$ cat src/hw/dma_pkg.sv
package dma_pkg;

	// DMA operation codes, other codes end at once
	typedef enum logic [2:0] {
		OP_LOAD_LAYER = 3'd0, // Layer descriptor read
		OP_FILL_FMI   = 3'd1, // Input tile fill
		OP_FILL_KEXP  = 3'd2  // 1x1 expansion kernel fill
	} dma_op_t;

	// Field widths
	localparam int DIM_W = 8;  // Spatial dimension
	localparam int CH_W  = 11; // Channel or group count
	localparam int EXP_W = 3;  // Expansion factor

	// Layer descriptor in external memory
	localparam int LAYER_DESC_WORDS = 8;
	localparam int DESC_IDX_W       = $clog2(LAYER_DESC_WORDS);

	localparam logic [DESC_IDX_W-1:0] DESC_DIMS      = 3'd0; // Nix, Niy, t, S
	localparam logic [DESC_IDX_W-1:0] DESC_CHAN      = 3'd1; // Nif, Nof
	localparam logic [DESC_IDX_W-1:0] DESC_GROUP     = 3'd2; // Ngr, Ngrint
	localparam logic [DESC_IDX_W-1:0] DESC_IFM_BASE  = 3'd3;
	localparam logic [DESC_IDX_W-1:0] DESC_KEXP_BASE = 3'd5;

	// Bit positions inside descriptor words
	localparam int W0_NIY_LSB    = 8;
	localparam int W0_T_LSB      = 16;
	localparam int W0_S_BIT      = 19;
	localparam int W1_NOF_LSB    = 12;
	localparam int W2_NGRINT_LSB = 12;

	// Packed layer info word for the main controller
	localparam int CONV_INFO_W = 64;

endpackage
$ cat src/hw/dma_top.sv
`timescale 1ns/1ps

module dma_top
	import dma_pkg::*;
#(
	parameter int DATA_W = 32,
	parameter int ADDR_W = 32,
	parameter int RAM_AW = 12,
	parameter int TIX    = 8,
	parameter int TIY    = 8,
	parameter int KX     = 3,
	parameter int KY     = 3,
	parameter int NPAR   = 4,
	parameter int NNP    = 4
) (
	input  logic                   clk,
	input  logic                   rst,
	input  logic                   start_i,
	input  dma_op_t                op_i,
	input  logic [ADDR_W-1:0]      tx_i,
	input  logic [ADDR_W-1:0]      ty_i,
	input  logic [ADDR_W-1:0]      x_mem_i,
	input  logic [ADDR_W-1:0]      y_mem_i,
	input  logic                   mem_valid_i,
	input  logic [DATA_W-1:0]      mem_data_i,
	output logic                   mem_req_o,
	output logic [ADDR_W-1:0]      mem_addr_o,
	output logic                   w_fmi_o,
	output logic                   w_kex_o,
	output logic [RAM_AW-1:0]      ram_addr_o,
	output logic [DATA_W-1:0]      wdata_o,
	output logic                   done_o,
	output logic [CONV_INFO_W-1:0] conv_info_o
);

	logic                  desc_clr, desc_wr, desc_last;
	logic [DESC_IDX_W-1:0] desc_idx;
	logic [DIM_W-1:0]      nix, niy;
	logic [CH_W-1:0]       nif, ngr;
	logic [EXP_W-1:0]      t;
	logic [DATA_W-1:0]     ifm_base, kex_base; // As read from descriptor
	logic [ADDR_W-1:0]     ifm_base_a, kex_base_a;

	logic                  fmi_start, fmi_step, fmi_last, fmi_pad;
	logic [ADDR_W-1:0]     fmi_ext_addr;
	logic [RAM_AW-1:0]     fmi_ram_addr;
	logic                  kex_start, kex_step, kex_last;
	logic [ADDR_W-1:0]     kex_ext_addr;
	logic [RAM_AW-1:0]     kex_ram_addr;

	// Descriptor words become addresses
	assign ifm_base_a = ADDR_W'(ifm_base);
	assign kex_base_a = ADDR_W'(kex_base);

	dma_ctrl #(.DATA_W(DATA_W), .ADDR_W(ADDR_W), .RAM_AW(RAM_AW)) ctrl_i (
		.clk(clk), .rst(rst),
		.start_i(start_i), .op_i(op_i),
		.mem_valid_i(mem_valid_i), .mem_data_i(mem_data_i),
		.mem_req_o(mem_req_o), .mem_addr_o(mem_addr_o),
		.w_fmi_o(w_fmi_o), .w_kex_o(w_kex_o),
		.ram_addr_o(ram_addr_o), .wdata_o(wdata_o), .done_o(done_o),
		.desc_clr_o(desc_clr), .desc_wr_o(desc_wr),
		.desc_idx_i(desc_idx), .desc_last_i(desc_last),
		.fmi_start_o(fmi_start), .fmi_step_o(fmi_step),
		.fmi_last_i(fmi_last), .fmi_pad_i(fmi_pad),
		.fmi_ext_addr_i(fmi_ext_addr), .fmi_ram_addr_i(fmi_ram_addr),
		.kex_start_o(kex_start), .kex_step_o(kex_step), .kex_last_i(kex_last),
		.kex_ext_addr_i(kex_ext_addr), .kex_ram_addr_i(kex_ram_addr)
	);

	layer_desc_regs #(.DATA_W(DATA_W)) desc_i (
		.clk(clk), .rst(rst),
		.desc_clr_i(desc_clr), .desc_wr_i(desc_wr), .wdata_i(wdata_o),
		.desc_idx_o(desc_idx), .desc_last_o(desc_last),
		.nix_o(nix), .niy_o(niy), .nif_o(nif), .t_o(t), .ngr_o(ngr),
		.ifm_base_o(ifm_base), .kex_base_o(kex_base),
		.conv_info_o(conv_info_o)
	);

	fmi_tile_walker #(
		.ADDR_W(ADDR_W), .RAM_AW(RAM_AW),
		.TIX(TIX), .TIY(TIY), .KX(KX), .KY(KY)
	) fmi_i (
		.clk(clk), .rst(rst),
		.start_i(fmi_start), .step_i(fmi_step),
		.tx_i(tx_i), .ty_i(ty_i), .x_mem_i(x_mem_i), .y_mem_i(y_mem_i),
		.nix_i(nix), .niy_i(niy), .nif_i(nif), .ifm_base_i(ifm_base_a),
		.pad_o(fmi_pad), .last_o(fmi_last),
		.ext_addr_o(fmi_ext_addr), .ram_addr_o(fmi_ram_addr)
	);

	kexp_walker #(
		.ADDR_W(ADDR_W), .RAM_AW(RAM_AW), .NPAR(NPAR), .NNP(NNP)
	) kexp_i (
		.clk(clk), .rst(rst),
		.start_i(kex_start), .step_i(kex_step),
		.tx_i(tx_i), .x_mem_i(x_mem_i),
		.nif_i(nif), .t_i(t), .ngr_i(ngr), .kex_base_i(kex_base_a),
		.last_o(kex_last), .ext_addr_o(kex_ext_addr), .ram_addr_o(kex_ram_addr)
	);

endmodule

$ cat src/hw/dma_ctrl.sv
`timescale 1ns/1ps

module dma_ctrl
	import dma_pkg::*;
#(
	parameter int DATA_W = 32,
	parameter int ADDR_W = 32,
	parameter int RAM_AW = 12
) (
	input  logic                  clk,
	input  logic                  rst,
	input  logic                  start_i,
	input  dma_op_t               op_i,
	input  logic                  mem_valid_i,
	input  logic [DATA_W-1:0]     mem_data_i,
	output logic                  mem_req_o,
	output logic [ADDR_W-1:0]     mem_addr_o,
	output logic                  w_fmi_o,
	output logic                  w_kex_o,
	output logic [RAM_AW-1:0]     ram_addr_o,
	output logic [DATA_W-1:0]     wdata_o,
	output logic                  done_o,
	// Descriptor registers
	output logic                  desc_clr_o,
	output logic                  desc_wr_o,
	input  logic [DESC_IDX_W-1:0] desc_idx_i,
	input  logic                  desc_last_i,
	// Input tile walker
	output logic                  fmi_start_o,
	output logic                  fmi_step_o,
	input  logic                  fmi_last_i,
	input  logic                  fmi_pad_i,
	input  logic [ADDR_W-1:0]     fmi_ext_addr_i,
	input  logic [RAM_AW-1:0]     fmi_ram_addr_i,
	// Expansion kernel walker
	output logic                  kex_start_o,
	output logic                  kex_step_o,
	input  logic                  kex_last_i,
	input  logic [ADDR_W-1:0]     kex_ext_addr_i,
	input  logic [RAM_AW-1:0]     kex_ram_addr_i
);

	typedef enum logic [2:0] {
		ST_IDLE,
		ST_R_INIT, ST_W_INIT, // Descriptor words
		ST_R_FMI,  ST_W_FMI,  // Input tile pixels
		ST_R_KEXP, ST_W_KEXP, // Expansion kernel words
		ST_FINISHED
	} state_t;

	state_t            state, state_n;
	logic              req_q, req_n;  // Request pulse, one cycle after entering read
	logic [DATA_W-1:0] data_q;        // Word to write
	logic              data_ld;
	logic              data_zero;     // Padding pixel
	logic              accept;        // Start taken this cycle

	assign accept = (state == ST_IDLE) && start_i;

	always_ff @(posedge clk, posedge rst) begin
		if (rst) begin
			state <= ST_IDLE;
			req_q <= 1'b0;
		end else begin
			state <= state_n;
			req_q <= req_n;
		end
	end

	always_ff @(posedge clk) begin
		if (data_ld)
			data_q <= data_zero ? '0 : mem_data_i;
	end

	always_comb begin
		state_n   = state;
		req_n     = 1'b0;
		data_ld   = 1'b0;
		data_zero = 1'b0;
		case (state)
			ST_IDLE: begin
				if (start_i) begin
					case (op_i)
						OP_LOAD_LAYER: state_n = ST_R_INIT;
						OP_FILL_FMI:   state_n = ST_R_FMI;
						OP_FILL_KEXP:  state_n = ST_R_KEXP;
						default:       state_n = ST_FINISHED; // Unsupported op
					endcase
					req_n = (op_i == OP_LOAD_LAYER) || (op_i == OP_FILL_FMI) ||
						(op_i == OP_FILL_KEXP);
				end
			end
			ST_R_INIT, ST_R_KEXP: begin
				if (mem_valid_i) begin
					state_n = (state == ST_R_INIT) ? ST_W_INIT : ST_W_KEXP;
					data_ld = 1'b1;
				end
			end
			ST_R_FMI: begin
				if (fmi_pad_i) begin // No request went out
					state_n   = ST_W_FMI;
					data_ld   = 1'b1;
					data_zero = 1'b1;
				end else if (mem_valid_i) begin
					state_n = ST_W_FMI;
					data_ld = 1'b1;
				end
			end
			ST_W_INIT: begin
				state_n = desc_last_i ? ST_FINISHED : ST_R_INIT;
				req_n   = !desc_last_i;
			end
			ST_W_FMI: begin
				state_n = fmi_last_i ? ST_FINISHED : ST_R_FMI;
				req_n   = !fmi_last_i;
			end
			ST_W_KEXP: begin
				state_n = kex_last_i ? ST_FINISHED : ST_R_KEXP;
				req_n   = !kex_last_i;
			end
			ST_FINISHED: state_n = ST_IDLE;
			default:     state_n = ST_IDLE;
		endcase
	end

	// Padding pixels never reach memory
	assign mem_req_o = req_q && !((state == ST_R_FMI) && fmi_pad_i);

	assign desc_clr_o  = accept && (op_i == OP_LOAD_LAYER);
	assign fmi_start_o = accept && (op_i == OP_FILL_FMI);
	assign kex_start_o = accept && (op_i == OP_FILL_KEXP);

	// Write strobes double as walker steps
	assign desc_wr_o  = (state == ST_W_INIT);
	assign w_fmi_o    = (state == ST_W_FMI);
	assign w_kex_o    = (state == ST_W_KEXP);
	assign fmi_step_o = w_fmi_o;
	assign kex_step_o = w_kex_o;
	assign done_o     = (state == ST_FINISHED);
	assign wdata_o    = data_q;

	// Address source follows the active operation
	always_comb begin
		case (state)
			ST_R_INIT, ST_W_INIT: begin
				mem_addr_o = ADDR_W'(desc_idx_i); // Descriptor at address 0
				ram_addr_o = '0;
			end
			ST_R_FMI, ST_W_FMI: begin
				mem_addr_o = fmi_ext_addr_i;
				ram_addr_o = fmi_ram_addr_i;
			end
			ST_R_KEXP, ST_W_KEXP: begin
				mem_addr_o = kex_ext_addr_i;
				ram_addr_o = kex_ram_addr_i;
			end
			default: begin
				mem_addr_o = '0;
				ram_addr_o = '0;
			end
		endcase
	end

endmodule

$ cat src/hw/kexp_walker.sv
`timescale 1ns/1ps

module kexp_walker
	import dma_pkg::*;
#(
	parameter int ADDR_W = 32,
	parameter int RAM_AW = 12,
	parameter int NPAR   = 4,
	parameter int NNP    = 4
) (
	input  logic              clk,
	input  logic              rst,
	input  logic              start_i,
	input  logic              step_i,
	input  logic [ADDR_W-1:0] tx_i,       // First intermediate channel
	input  logic [ADDR_W-1:0] x_mem_i,    // Memory offset of that kernel
	input  logic [CH_W-1:0]   nif_i,
	input  logic [EXP_W-1:0]  t_i,
	input  logic [CH_W-1:0]   ngr_i,
	input  logic [ADDR_W-1:0] kex_base_i,
	output logic              last_o,
	output logic [ADDR_W-1:0] ext_addr_o,
	output logic [RAM_AW-1:0] ram_addr_o
);

	localparam int KW = $clog2(NPAR + 1);

	logic [KW-1:0]     k;        // Kernel in this fill, from 1
	logic [ADDR_W-1:0] ch;       // Intermediate channel
	logic [ADDR_W-1:0] mem_ref;  // x_mem_i held for the fill
	logic [ADDR_W-1:0] k_off;    // kernel * size
	logic [ADDR_W-1:0] w_off;    // Word inside kernel
	logic [ADDR_W-1:0] kex_size; // Ngr*NNP words
	logic [ADDR_W-1:0] nintf;    // Nif*t channels
	logic              word_last;
	logic              kern_last;

	assign kex_size = ADDR_W'(ngr_i) * ADDR_W'(NNP);
	assign nintf    = ADDR_W'(nif_i) * ADDR_W'(t_i);

	assign word_last = (w_off == kex_size - ADDR_W'(1));
	assign kern_last = (k == KW'(NPAR)) || (ch == nintf); // Buffer full or no channels left
	assign last_o    = word_last && kern_last;

	assign ext_addr_o = kex_base_i + mem_ref + k_off + w_off;
	assign ram_addr_o = RAM_AW'(k_off + w_off);

	always_ff @(posedge clk, posedge rst) begin
		if (rst) begin
			k       <= '0;
			ch      <= '0;
			mem_ref <= '0;
			k_off   <= '0;
			w_off   <= '0;
		end else if (start_i) begin
			k       <= KW'(1);
			ch      <= tx_i;
			mem_ref <= x_mem_i;
			k_off   <= '0;
			w_off   <= '0;
		end else if (step_i) begin
			if (word_last) begin
				w_off <= '0;
				if (!kern_last) begin
					k     <= k + KW'(1);
					ch    <= ch + ADDR_W'(1);
					k_off <= k_off + kex_size; // Kernels packed back to back
				end
			end else begin
				w_off <= w_off + ADDR_W'(1);
			end
		end
	end

endmodule

$ cat src/hw/fmi_tile_walker.sv
`timescale 1ns/1ps

module fmi_tile_walker
	import dma_pkg::*;
#(
	parameter int ADDR_W = 32,
	parameter int RAM_AW = 12,
	parameter int TIX    = 8,
	parameter int TIY    = 8,
	parameter int KX     = 3,
	parameter int KY     = 3
) (
	input  logic              clk,
	input  logic              rst,
	input  logic              start_i,    // Load counters
	input  logic              step_i,     // Pixel written, advance
	input  logic [ADDR_W-1:0] tx_i,       // First image column of tile
	input  logic [ADDR_W-1:0] ty_i,       // First image row of tile
	input  logic [ADDR_W-1:0] x_mem_i,
	input  logic [ADDR_W-1:0] y_mem_i,
	input  logic [DIM_W-1:0]  nix_i,
	input  logic [DIM_W-1:0]  niy_i,
	input  logic [CH_W-1:0]   nif_i,
	input  logic [ADDR_W-1:0] ifm_base_i,
	output logic              pad_o,
	output logic              last_o,
	output logic [ADDR_W-1:0] ext_addr_o,
	output logic [RAM_AW-1:0] ram_addr_o
);

	localparam int XW = $clog2(TIX + 1);
	localparam int YW = $clog2(TIY + 1);

	localparam logic [ADDR_W-1:0] HALF_KX  = ADDR_W'(KX / 2); // Padded border width
	localparam logic [ADDR_W-1:0] HALF_KY  = ADDR_W'(KY / 2);
	localparam logic [RAM_AW-1:0] RAM_ROW  = RAM_AW'(TIX);
	localparam logic [RAM_AW-1:0] RAM_CHAN = RAM_AW'(TIX * TIY);

	logic [XW-1:0]     x;          // Tile column, from 1
	logic [YW-1:0]     y;          // Tile row, from 1
	logic [CH_W-1:0]   f;          // Channel, from 1
	logic [ADDR_W-1:0] tx, ty;     // Image coordinates incl. border
	logic [ADDR_W-1:0] tx0, ty0;   // Tile origin
	logic [ADDR_W-1:0] x_mem;      // Column offset in memory
	logic [ADDR_W-1:0] y_mem;      // Row offset in memory
	logic [ADDR_W-1:0] f_mem;      // Channel offset in memory
	logic [ADDR_W-1:0] x_ref, y_ref;
	logic [RAM_AW-1:0] x_ram, y_ram, f_ram;

	logic [ADDR_W-1:0] nix_a, niy_a;
	logic [ADDR_W-1:0] chan_size;  // Nix*Niy words per channel
	logic              row_end;
	logic              col_end;

	assign nix_a     = ADDR_W'(nix_i);
	assign niy_a     = ADDR_W'(niy_i);
	assign chan_size = nix_a * niy_a;

	assign row_end = (x == XW'(TIX)) || (tx == nix_a + HALF_KX);
	assign col_end = (y == YW'(TIY)) || (ty == niy_a + HALF_KY);

	// Outside the image, write a zero
	assign pad_o  = (tx == '0) || (ty == '0) || (tx > nix_a) || (ty > niy_a);
	assign last_o = row_end && col_end && (f == nif_i);

	assign ext_addr_o = ifm_base_i + x_mem + y_mem + f_mem;
	assign ram_addr_o = x_ram + y_ram + f_ram;

	always_ff @(posedge clk, posedge rst) begin
		if (rst) begin
			x     <= '0;
			y     <= '0;
			f     <= '0;
			tx    <= '0;
			ty    <= '0;
			tx0   <= '0;
			ty0   <= '0;
			x_mem <= '0;
			y_mem <= '0;
			f_mem <= '0;
			x_ref <= '0;
			y_ref <= '0;
			x_ram <= '0;
			y_ram <= '0;
			f_ram <= '0;
		end else if (start_i) begin
			x     <= XW'(1);
			y     <= YW'(1);
			f     <= CH_W'(1);
			tx    <= tx_i;
			ty    <= ty_i;
			tx0   <= tx_i;
			ty0   <= ty_i;
			x_mem <= x_mem_i;
			y_mem <= y_mem_i;
			x_ref <= x_mem_i;
			y_ref <= y_mem_i;
			f_mem <= '0;
			x_ram <= '0;
			y_ram <= '0;
			f_ram <= '0;
		end else if (step_i) begin
			if (row_end) begin
				x     <= XW'(1); // Back to first column
				tx    <= tx0;
				x_ram <= '0;
				x_mem <= x_ref;
				if (col_end) begin
					y     <= YW'(1);
					ty    <= ty0;
					y_ram <= '0;
					y_mem <= y_ref;
					if (f != nif_i) begin
						f     <= f + CH_W'(1);
						f_ram <= f_ram + RAM_CHAN; // Next channel slot in RAM
						f_mem <= f_mem + chan_size;
					end
				end else begin
					y     <= y + YW'(1);
					ty    <= ty + ADDR_W'(1);
					y_ram <= y_ram + RAM_ROW;
					if (ty != '0)
						y_mem <= y_mem + nix_a; // Top border row has no memory row
				end
			end else begin
				x     <= x + XW'(1);
				tx    <= tx + ADDR_W'(1);
				x_ram <= x_ram + RAM_AW'(1);
				if (!pad_o)
					x_mem <= x_mem + ADDR_W'(1); // Only real pixels consume memory
			end
		end
	end

endmodule

$ cat src/hw/layer_desc_regs.sv
`timescale 1ns/1ps

module layer_desc_regs
	import dma_pkg::*;
#(
	parameter int DATA_W = 32
) (
	input  logic                   clk,
	input  logic                   rst,
	input  logic                   desc_clr_i,  // Layer load start
	input  logic                   desc_wr_i,   // One descriptor word ready
	input  logic [DATA_W-1:0]      wdata_i,
	output logic [DESC_IDX_W-1:0]  desc_idx_o,
	output logic                   desc_last_o,
	output logic [DIM_W-1:0]       nix_o,
	output logic [DIM_W-1:0]       niy_o,
	output logic [CH_W-1:0]        nif_o,
	output logic [EXP_W-1:0]       t_o,
	output logic [CH_W-1:0]        ngr_o,
	output logic [DATA_W-1:0]      ifm_base_o,
	output logic [DATA_W-1:0]      kex_base_o,
	output logic [CONV_INFO_W-1:0] conv_info_o
);

	logic [DESC_IDX_W-1:0] idx; // Word being received
	logic [CH_W-1:0]       nof;
	logic [CH_W-1:0]       ngrint;
	logic                  s;   // Stride flag, only reported

	always_ff @(posedge clk, posedge rst) begin
		if (rst) begin
			idx        <= '0;
			nix_o      <= '0;
			niy_o      <= '0;
			t_o        <= '0;
			s          <= 1'b0;
			nif_o      <= '0;
			nof        <= '0;
			ngr_o      <= '0;
			ngrint     <= '0;
			ifm_base_o <= '0;
			kex_base_o <= '0;
		end else if (desc_clr_i) begin
			idx <= '0; // New layer, restart at word 0
		end else if (desc_wr_i) begin
			idx <= idx + DESC_IDX_W'(1);
			// Route word to its fields
			case (idx)
				DESC_DIMS: begin
					nix_o <= wdata_i[0 +: DIM_W];
					niy_o <= wdata_i[W0_NIY_LSB +: DIM_W];
					t_o   <= wdata_i[W0_T_LSB +: EXP_W];
					s     <= wdata_i[W0_S_BIT];
				end
				DESC_CHAN: begin
					nif_o <= wdata_i[0 +: CH_W];
					nof   <= wdata_i[W1_NOF_LSB +: CH_W];
				end
				DESC_GROUP: begin
					ngr_o  <= wdata_i[0 +: CH_W];
					ngrint <= wdata_i[W2_NGRINT_LSB +: CH_W];
				end
				DESC_IFM_BASE:  ifm_base_o <= wdata_i;
				DESC_KEXP_BASE: kex_base_o <= wdata_i;
				default: ; // Output, PW and DW bases not kept
			endcase
		end
	end

	assign desc_idx_o  = idx;
	assign desc_last_o = (idx == DESC_IDX_W'(LAYER_DESC_WORDS - 1));

	// Ngrint | Ngr | S | t | Nof | Nif | Niy | Nix from msb down
	assign conv_info_o = {ngrint, ngr_o, s, t_o, nof, nif_o, niy_o, nix_o};

endmodule

$ cat config.mk
export PLATFORM = sky130hd
export DESIGN_NAME = dma_top
export DESIGN_NICKNAME = d
export VERILOG_FILES = /design/src/hw/dma_pkg.sv /design/src/hw/dma_top.sv /design/src/hw/dma_ctrl.sv /design/src/hw/kexp_walker.sv /design/src/hw/fmi_tile_walker.sv /design/src/hw/layer_desc_regs.sv
export SDC_FILE = /design/constraint.sdc
export NUM_CORES = 2
export LEC_CHECK = 0
export BUFFER_PORTS_ARGS = -buffer_cell sky130_fd_sc_hd__buf_2
export CORE_ASPECT_RATIO = 0.8
export CORE_MARGIN = 5
export CORE_UTILIZATION = 55
export DETAILED_ROUTE_END_ITERATION = 12
export GPL_ROUTABILITY_DRIVEN = 0
export GPL_TIMING_DRIVEN = 0
export PLACE_DENSITY = 0.74
export SLEW_MARGIN = 40
export SYNTH_ARGS = -nofsm -noshare
export SYNTH_HDL_FRONTEND = slang
export SYNTH_SLANG_ARGS = --single-unit
$ cat constraint.sdc
create_clock -name clk -period 26.3 [get_ports clk]
set_clock_uncertainty 0.2 [all_clocks]
set_input_delay 2.63 -clock clk [delete_from_list [all_inputs] [get_ports clk]]
set_output_delay 2.63 -clock clk [all_outputs]
set_load 0.01 [all_outputs]
# Word level (Yosys, flattened, before mapping)
# Cells that the tools add are included.
[word_totals] reg_bits=641 inputBits=167 out_inout_bits=144
[classes] add_sub_neg=28 multipliers=2 n_lt_le_gt_ge=2 eq_ne=28 mux=81 bitwise_logic=1 n_reduce_logical=50
[op_table] op="two-way mux 32 bit" count=32
[op_table] op="adder 32 bit" count=7
[op_table] op="adder 32 x 1 -> 32 bit (second input constant)" count=5
[op_table] op="two-way mux 12 bit" count=12
[op_table] op="== test 32 bit" count=3
[op_table] op="case mux 32 bit (3 select lines)" count=1
[op_table] op="> comparator 32 x 8 -> 1 bit" count=2
[op_table] op="logical NOT 32 bit" count=2
[op_table] op="two-way mux 11 bit" count=5
[op_table] op="two-way mux 3 bit" count=13
[op_table] op="adder 12 bit" count=3
[op_table] op="adder 32 x 13 -> 32 bit" count=1
[op_table] op="adder 32 x 8 -> 32 bit" count=1
[op_table] op="== test 32 x 14 -> 1 bit" count=1
[op_table] op="nonzero test 32 bit" count=1
[op_table] op="two-way mux 4 bit" count=7
[op_table] op="case mux 12 bit (2 select lines)" count=1
[op_table] op="AND reduction 3 bit" count=8
[op_table] op="== test 3 bit (second input constant)" count=7
[op_table] op="case mux 3 bit (7 select lines)" count=1
[op_table] op="adder 8 x 1 -> 9 bit (second input constant)" count=2
[op_table] op="multiplier 8 x 8 -> 16 bit" count=1
[op_table] op="== test 3 x 2 -> 1 bit (second input constant)" count=5
[op_table] op="multiplier 11 x 3 -> 14 bit" count=1
[op_table] op="other kinds (29)" count=70

# Logic depth before layout (Yosys ltp)
[depth] ltp_word=8 depth_mapped=29 depth_no_buf=28

# By module
# From an unflattened synthesis, not the netlist that was laid out.
[unflattened] hier_cells=4605 area_unflattened_um2=44252.4
[by_module_without_submodules] mod="fmi_tile_walker" n_inst=1 cells_each=2825 area_each_um2=24994.0 seq_area_each_um2=8358.0
[by_module_without_submodules] mod="kexp_walker" n_inst=1 cells_each=1265 area_each_um2=11494.8 seq_area_each_um2=3228.1
[by_module_without_submodules] mod="layer_desc_regs" n_inst=1 cells_each=335 area_each_um2=5631.7 seq_area_each_um2=3278.1
[by_module_without_submodules] mod="dma_ctrl" n_inst=1 cells_each=180 area_each_um2=2132.0 seq_area_each_um2=1061.0

# Worst setup path after synthesis
# OpenSTA, ideal clock, no wires.
[synth_timing] path_type="reg-to-output" startpoint="reg fmi_i.f_mem[1]" endpoint="out mem_addr_o[19]" arrival_ns=3.811 t_required_ns=23.470 slack_ns=19.659 path_stages_with_launch=14 path_cell_list="dfrtp_1 -> fa_1 -> fa_1 -> ha_1 -> fa_1 -> a211o_1 -> a21oi_1 -> a211oi_1 -> o31ai_1 -> nand2b_1 -> a2111o_1 -> a31oi_1 -> xor2_1 -> o22ai_1"
[synth_between] elab_chain_cells=2
[synth_lines] element="from (decl)" line_no="fmi_tile_walker.sv:46" rtl="logic [ADDR_W-1:0] f_mem;"
[synth_lines] element="from (signal assigned)" line_no="fmi_tile_walker.sv:116" rtl="f_mem <= f_mem + chan_size;"
[synth_lines] element="adder 32 bit" line_no="fmi_tile_walker.sv:66" rtl="assign ext_addr_o = ifm_base_i + x_mem + y_mem + f_mem;"
[synth_lines] element="case mux 32 bit (3 select lines)" line_no="dma_ctrl.sv:144" rtl="case (state)"
[synth_lines] element="to (decl)" line_no="dma_top.sv:27" rtl="output logic [ADDR_W-1:0] mem_addr_o,"
# No other way between the ends.

# Worst setup path in the final report
[layout_timing] startpoint="reg kexp_i.w_off[2]" endpoint="out mem_addr_o[23]"
[layout_between] elab_chain_cells=2
[layout_lines] element="from (decl)" line_no="kexp_walker.sv:32" rtl="logic [ADDR_W-1:0] w_off;"
[layout_lines] element="from (signal assigned)" line_no="kexp_walker.sv:70" rtl="w_off <= w_off + ADDR_W'(1);"
[layout_lines] element="adder 32 bit" line_no="kexp_walker.sv:45" rtl="assign ext_addr_o = kex_base_i + mem_ref + k_off + w_off;"
[layout_lines] element="case mux 32 bit (3 select lines)" line_no="dma_ctrl.sv:144"
# No other way between the ends.

==> results list <==
- The largest single stage delay on the critical path is 0.63 ns.
- Post-detail-place hpwl: 123000 um
* Summed instance area of the synthesized netlist: 42700 um^2
- Fraction of final layout cells with drive strength greater than 1: 12.3%
* Max-slew violations: 0
- Critical-path cell with the highest stage delay: dfrtp_1
- Maximum number of pins on one net before global-route repair: 78
- Post-placement cell area: 45900 um^2
- Final core utilization: 62.6%
- Counting every sink on the clock net gives 630.
- Setup slack on the worst reg-to-reg path comes out at 18.67 ns.
* Total clock buffers created by CTS: 70
* Number of buffers inserted to repair setup after CTS: 0
- The biggest area contributor in the post-synthesis netlist is dfrtp_1.
* Rows: 91
- The critical path goes through fa_1 -> fa_1 -> fa_1 -> a211oi_1 -> o21ai_0 -> a21boi_0 -> nand2b_1 -> nand2_1 -> o21ai_0 -> a31oi_1 -> xor2_1 -> o22ai_1 -> buf_2.
* Final Hold Fails: 0
- Count of final setup violators: 0
* Final cell area excluding filler cells: 48200 um^2
- Initial antenna violation count: 9
- The area growth from synthesis to layout is 13.0%.
* DRT Wirelength: 159000 um
- Wire length of the first global-routing pass: 234000 um
* Worst Path Max Fanout: 8
* Hold buffer count at CTS: 0
* Post-Synthesis Mean Instance Area: 9.13 um^2
- Area inside the core boundary: 77100 um^2
- Yosys attributes the largest share of cell area to dfrtp_1 35%, fa_1 8.3%, nand2_1 7.0%.
* Post-route antenna net violation count: 0
- The number of buffers and inverters on the critical path is 1.
- Routed length per instance: 25.9 um
- Min setup slack post-route: 17.82 ns
- In this run the tool buffered the top-level ports with 310 buffer cells.
* Drt pass-1 iters: 8
- Yosys printed 0 warnings.
- Full die area: 83400 um^2
- STA puts the critical path data required time at 23.47 ns.
* Post-synthesis cell count: 4676
* Most used flip-flop cell after synthesis: dfrtp_1
- In this run, post-CTS repair resized a total of 0 instances.
* Routed via count: 39800
- Timing analysis after detailed placement gives a worst setup slack of 18.63 ns.
- Number of synthesized flops with an enable pin: 32
- After the first detailed-routing iteration, the DRC count stood at 5557.
* Tightest Pin Transition: 0.939 ns
- Vias per inst: 6.48
- Kind of capture point of the worst setup path: output pin
- Relative slew margins: 37.4%
- After the last flow step, the layout net total stands at 5630.
- Sequential cell area fraction in the yosys report: 37.3%
- Async SR Flop Fraction: 94.9%
- Minimum clock period: 8.48 ns
- Total routing resource utilization after global routing: 37.2%
- TritonCTS clock tree: done
- The flow ran to the end, and the final reports show no timing, DRC or antenna violations.
- Setup repair after global routing missed its margin: false
* Setup TNS Final: 0 ns
* Highest Clock Rate: 0.118 GHz
* GRT overflow: 0
- Count of maximum capacitance violations: 0
* Cell at the root of the clock tree: clkbuf_16
* Final-layout fill cell count: 6529
- Cell variety after synth: 90
- Die Y-Extent: 259 um
- Final worst path period share: 32.3%
- Top cell type's share of synthesized area: 35.0%
- The path class of the tightest hold or removal check is reg -> reg.
- The setup path with the least slack is of type reg -> out.
- The worst setup path is launched from a flop.
- Initial core utilization: 55.4%
- The number of global-route vias before repair was 37100.
* Clock Latency Late Sink: 0.65 ns
- In this run the count of I/O pins placed on the die edge is 311.
* H-tree level count: 3
- The synthesized design contains 630 register bits.
* Die Wd: 322 um
- Family with the most delay on the worst path: compound AO/OA/AOI/OAI gates
* Clock edge transition at the registers on the reported setup and hold paths: 0.06 ns
* Number of DRC violations after detailed routing: 0
- Clock buffer depth: 3
- STA puts the critical path data arrival time at 5.65 ns.
- By instance count, the cell type seen most on the critical path is fa_1.
==> routing by layer <==
| layer | vias to the layer above | track usage [%] | wire [um] |
|---|---|---|---|
| met3 | 456 | 14.1 | 24700 |
| met5 | - | 0 | 69 |
| met2 | 2634 | 51.7 | 64400 |
| met1 | 19400 | 52.0 | 61400 |
| met4 | 10 | 16.3 | 8800 |
| li1 | 17300 | - | - |
==> final timing paths <==
kind | cells past startpoint | from | endpoint
worst max-delay path | 13 | kexp_i.w_off[2] | mem_addr_o[23]
worst min-delay path | 2 | fmi_i.y_ref[29] | fmi_i.y_ref[29]
worst max register to register | 26 | desc_i.nix_o[4] | fmi_i.f_mem[18]
worst min register to register | 2 | fmi_i.y_ref[29] | fmi_i.y_ref[29]
max in group asynchronous | 5 | rst | fmi_i.y_ref[23]
min in group asynchronous | 2 | rst | kexp_i.mem_ref[29]
==> final cells by class <==
class | instances | area (um^2) | area share, %
timing repair buffer | 322 | 1820 | 3.77
clock buffer | 99 | 2010 | 4.17
inverter | 157 | 597 | 1.24
tap | 1023 | 1280 | 2.65
clock inverter | 25 | 305 | 0.633
multi-input combinational | 3675 | 25400 | 52.7
sequential | 630 | 15900 | 33.0
buffer | 216 | 850 | 1.76
antenna | 6 | 15.0 | 0.0311
==> stage by stage <==
| stage | hold slack, ns | std cells |
|---|---|---|
| 2_1_floorplan | 0.234 | 4678 |
| 3_3_place_gp | 0.246 | 6011 |
| 3_5_place_dp | 0.252 | 6023 |
| 4_1_cts | 0.268 | 6147 |
| 5_1_grt | 0.281 | 6147 |
| 6_report | 0.265 | 6153 |
==> layout by cell type (no fill, tap or decap), types with 23 or more instances in the layout <==
master,instances
clkbuf_1,175
mux2_2,140
and3_1,69
inv_1,150
or3_1,30
a211oi_1,31
a21o_1,69
o31ai_1,43
nor2b_1,54
a21oi_1,218
edfxtp_1,32
mux2i_1,34
clkbuf_16,70
fa_1,177
xnor2_1,149
and2_1,77
a31oi_1,91
o22ai_1,45
or4_1,23
o211ai_1,56
nor3_1,83
nand2_1,794
nand3_1,150
dfrtp_1,598
buf_2,329
o21a_1,26
nor4_1,42
nand4_1,49
nor2_1,328
xor2_1,111
ha_1,214
buf_1,28
o21ai_0,315
==> sequential cells by signal, indices dropped and copies added (netlist names), 32 cells and up <==
register           cells
fmi_i.f_mem           32
fmi_i.x_ref           32
fmi_i.ty              32
desc_i.ifm_base_o     32
fmi_i.tx              32
fmi_i.x_mem           32
desc_i.kex_base_o     32
fmi_i.tx0             32
ctrl_i.wdata_o        32
fmi_i.y_mem           32
fmi_i.y_ref           32
kexp_i.mem_ref        32
kexp_i.w_off          32
kexp_i.ch             32
fmi_i.ty0             32
==> cell usage after synthesis (all sizes together), types with 7 or more instances <==
cell type  count
o31a          17
dfrtp        598
edfxtp        32
or2            7
buf           49
mux2i         34
and2          78
nand4         49
xor2         111
nor2b         54
or3           30
ha           214
a211o         11
xnor2        149
a21oi        221
o21ai        317
a221o          7
a211oi        33
o31ai         44
nor3b         10
nand3b         9
o211ai        56
nand3        151
nand2        794
nor4          44
nand2b        22
and3          69
inv          151
a2111oi       10
o21a          26
nor4b          8
o21bai        17
nor2         331
mux2         140
nor3          85
fa           177
a31oi         91
o22ai         46
clkbuf       167
and4          13
a21o          69
o41ai         15
or4           23
==> kinds of logic after synthesis <==
| kind of cell | share of synthesized area, % |
|---|---|
| and+or+nand+nor | 19.3 |
| DFF | 37.3 |
| muxes | 4.49 |
| buffers and inverters | 3.34 |
| adders and majority gates | 14.6 |
| AOI/OAI and AO/OA | 15.6 |
| other | 0.0176 |
| xor gates and xnor gates | 5.39 |
==> worst min-delay path: stages, from the launching register on <==
cell,delay (ns)
dfrtp_1,0.32
nand2_1,0.06
nand2_1,0.06
Power is left out: the tool's default activity adds up to more than one toggle a clock period on the data nets, which glitch-free logic cannot reach.
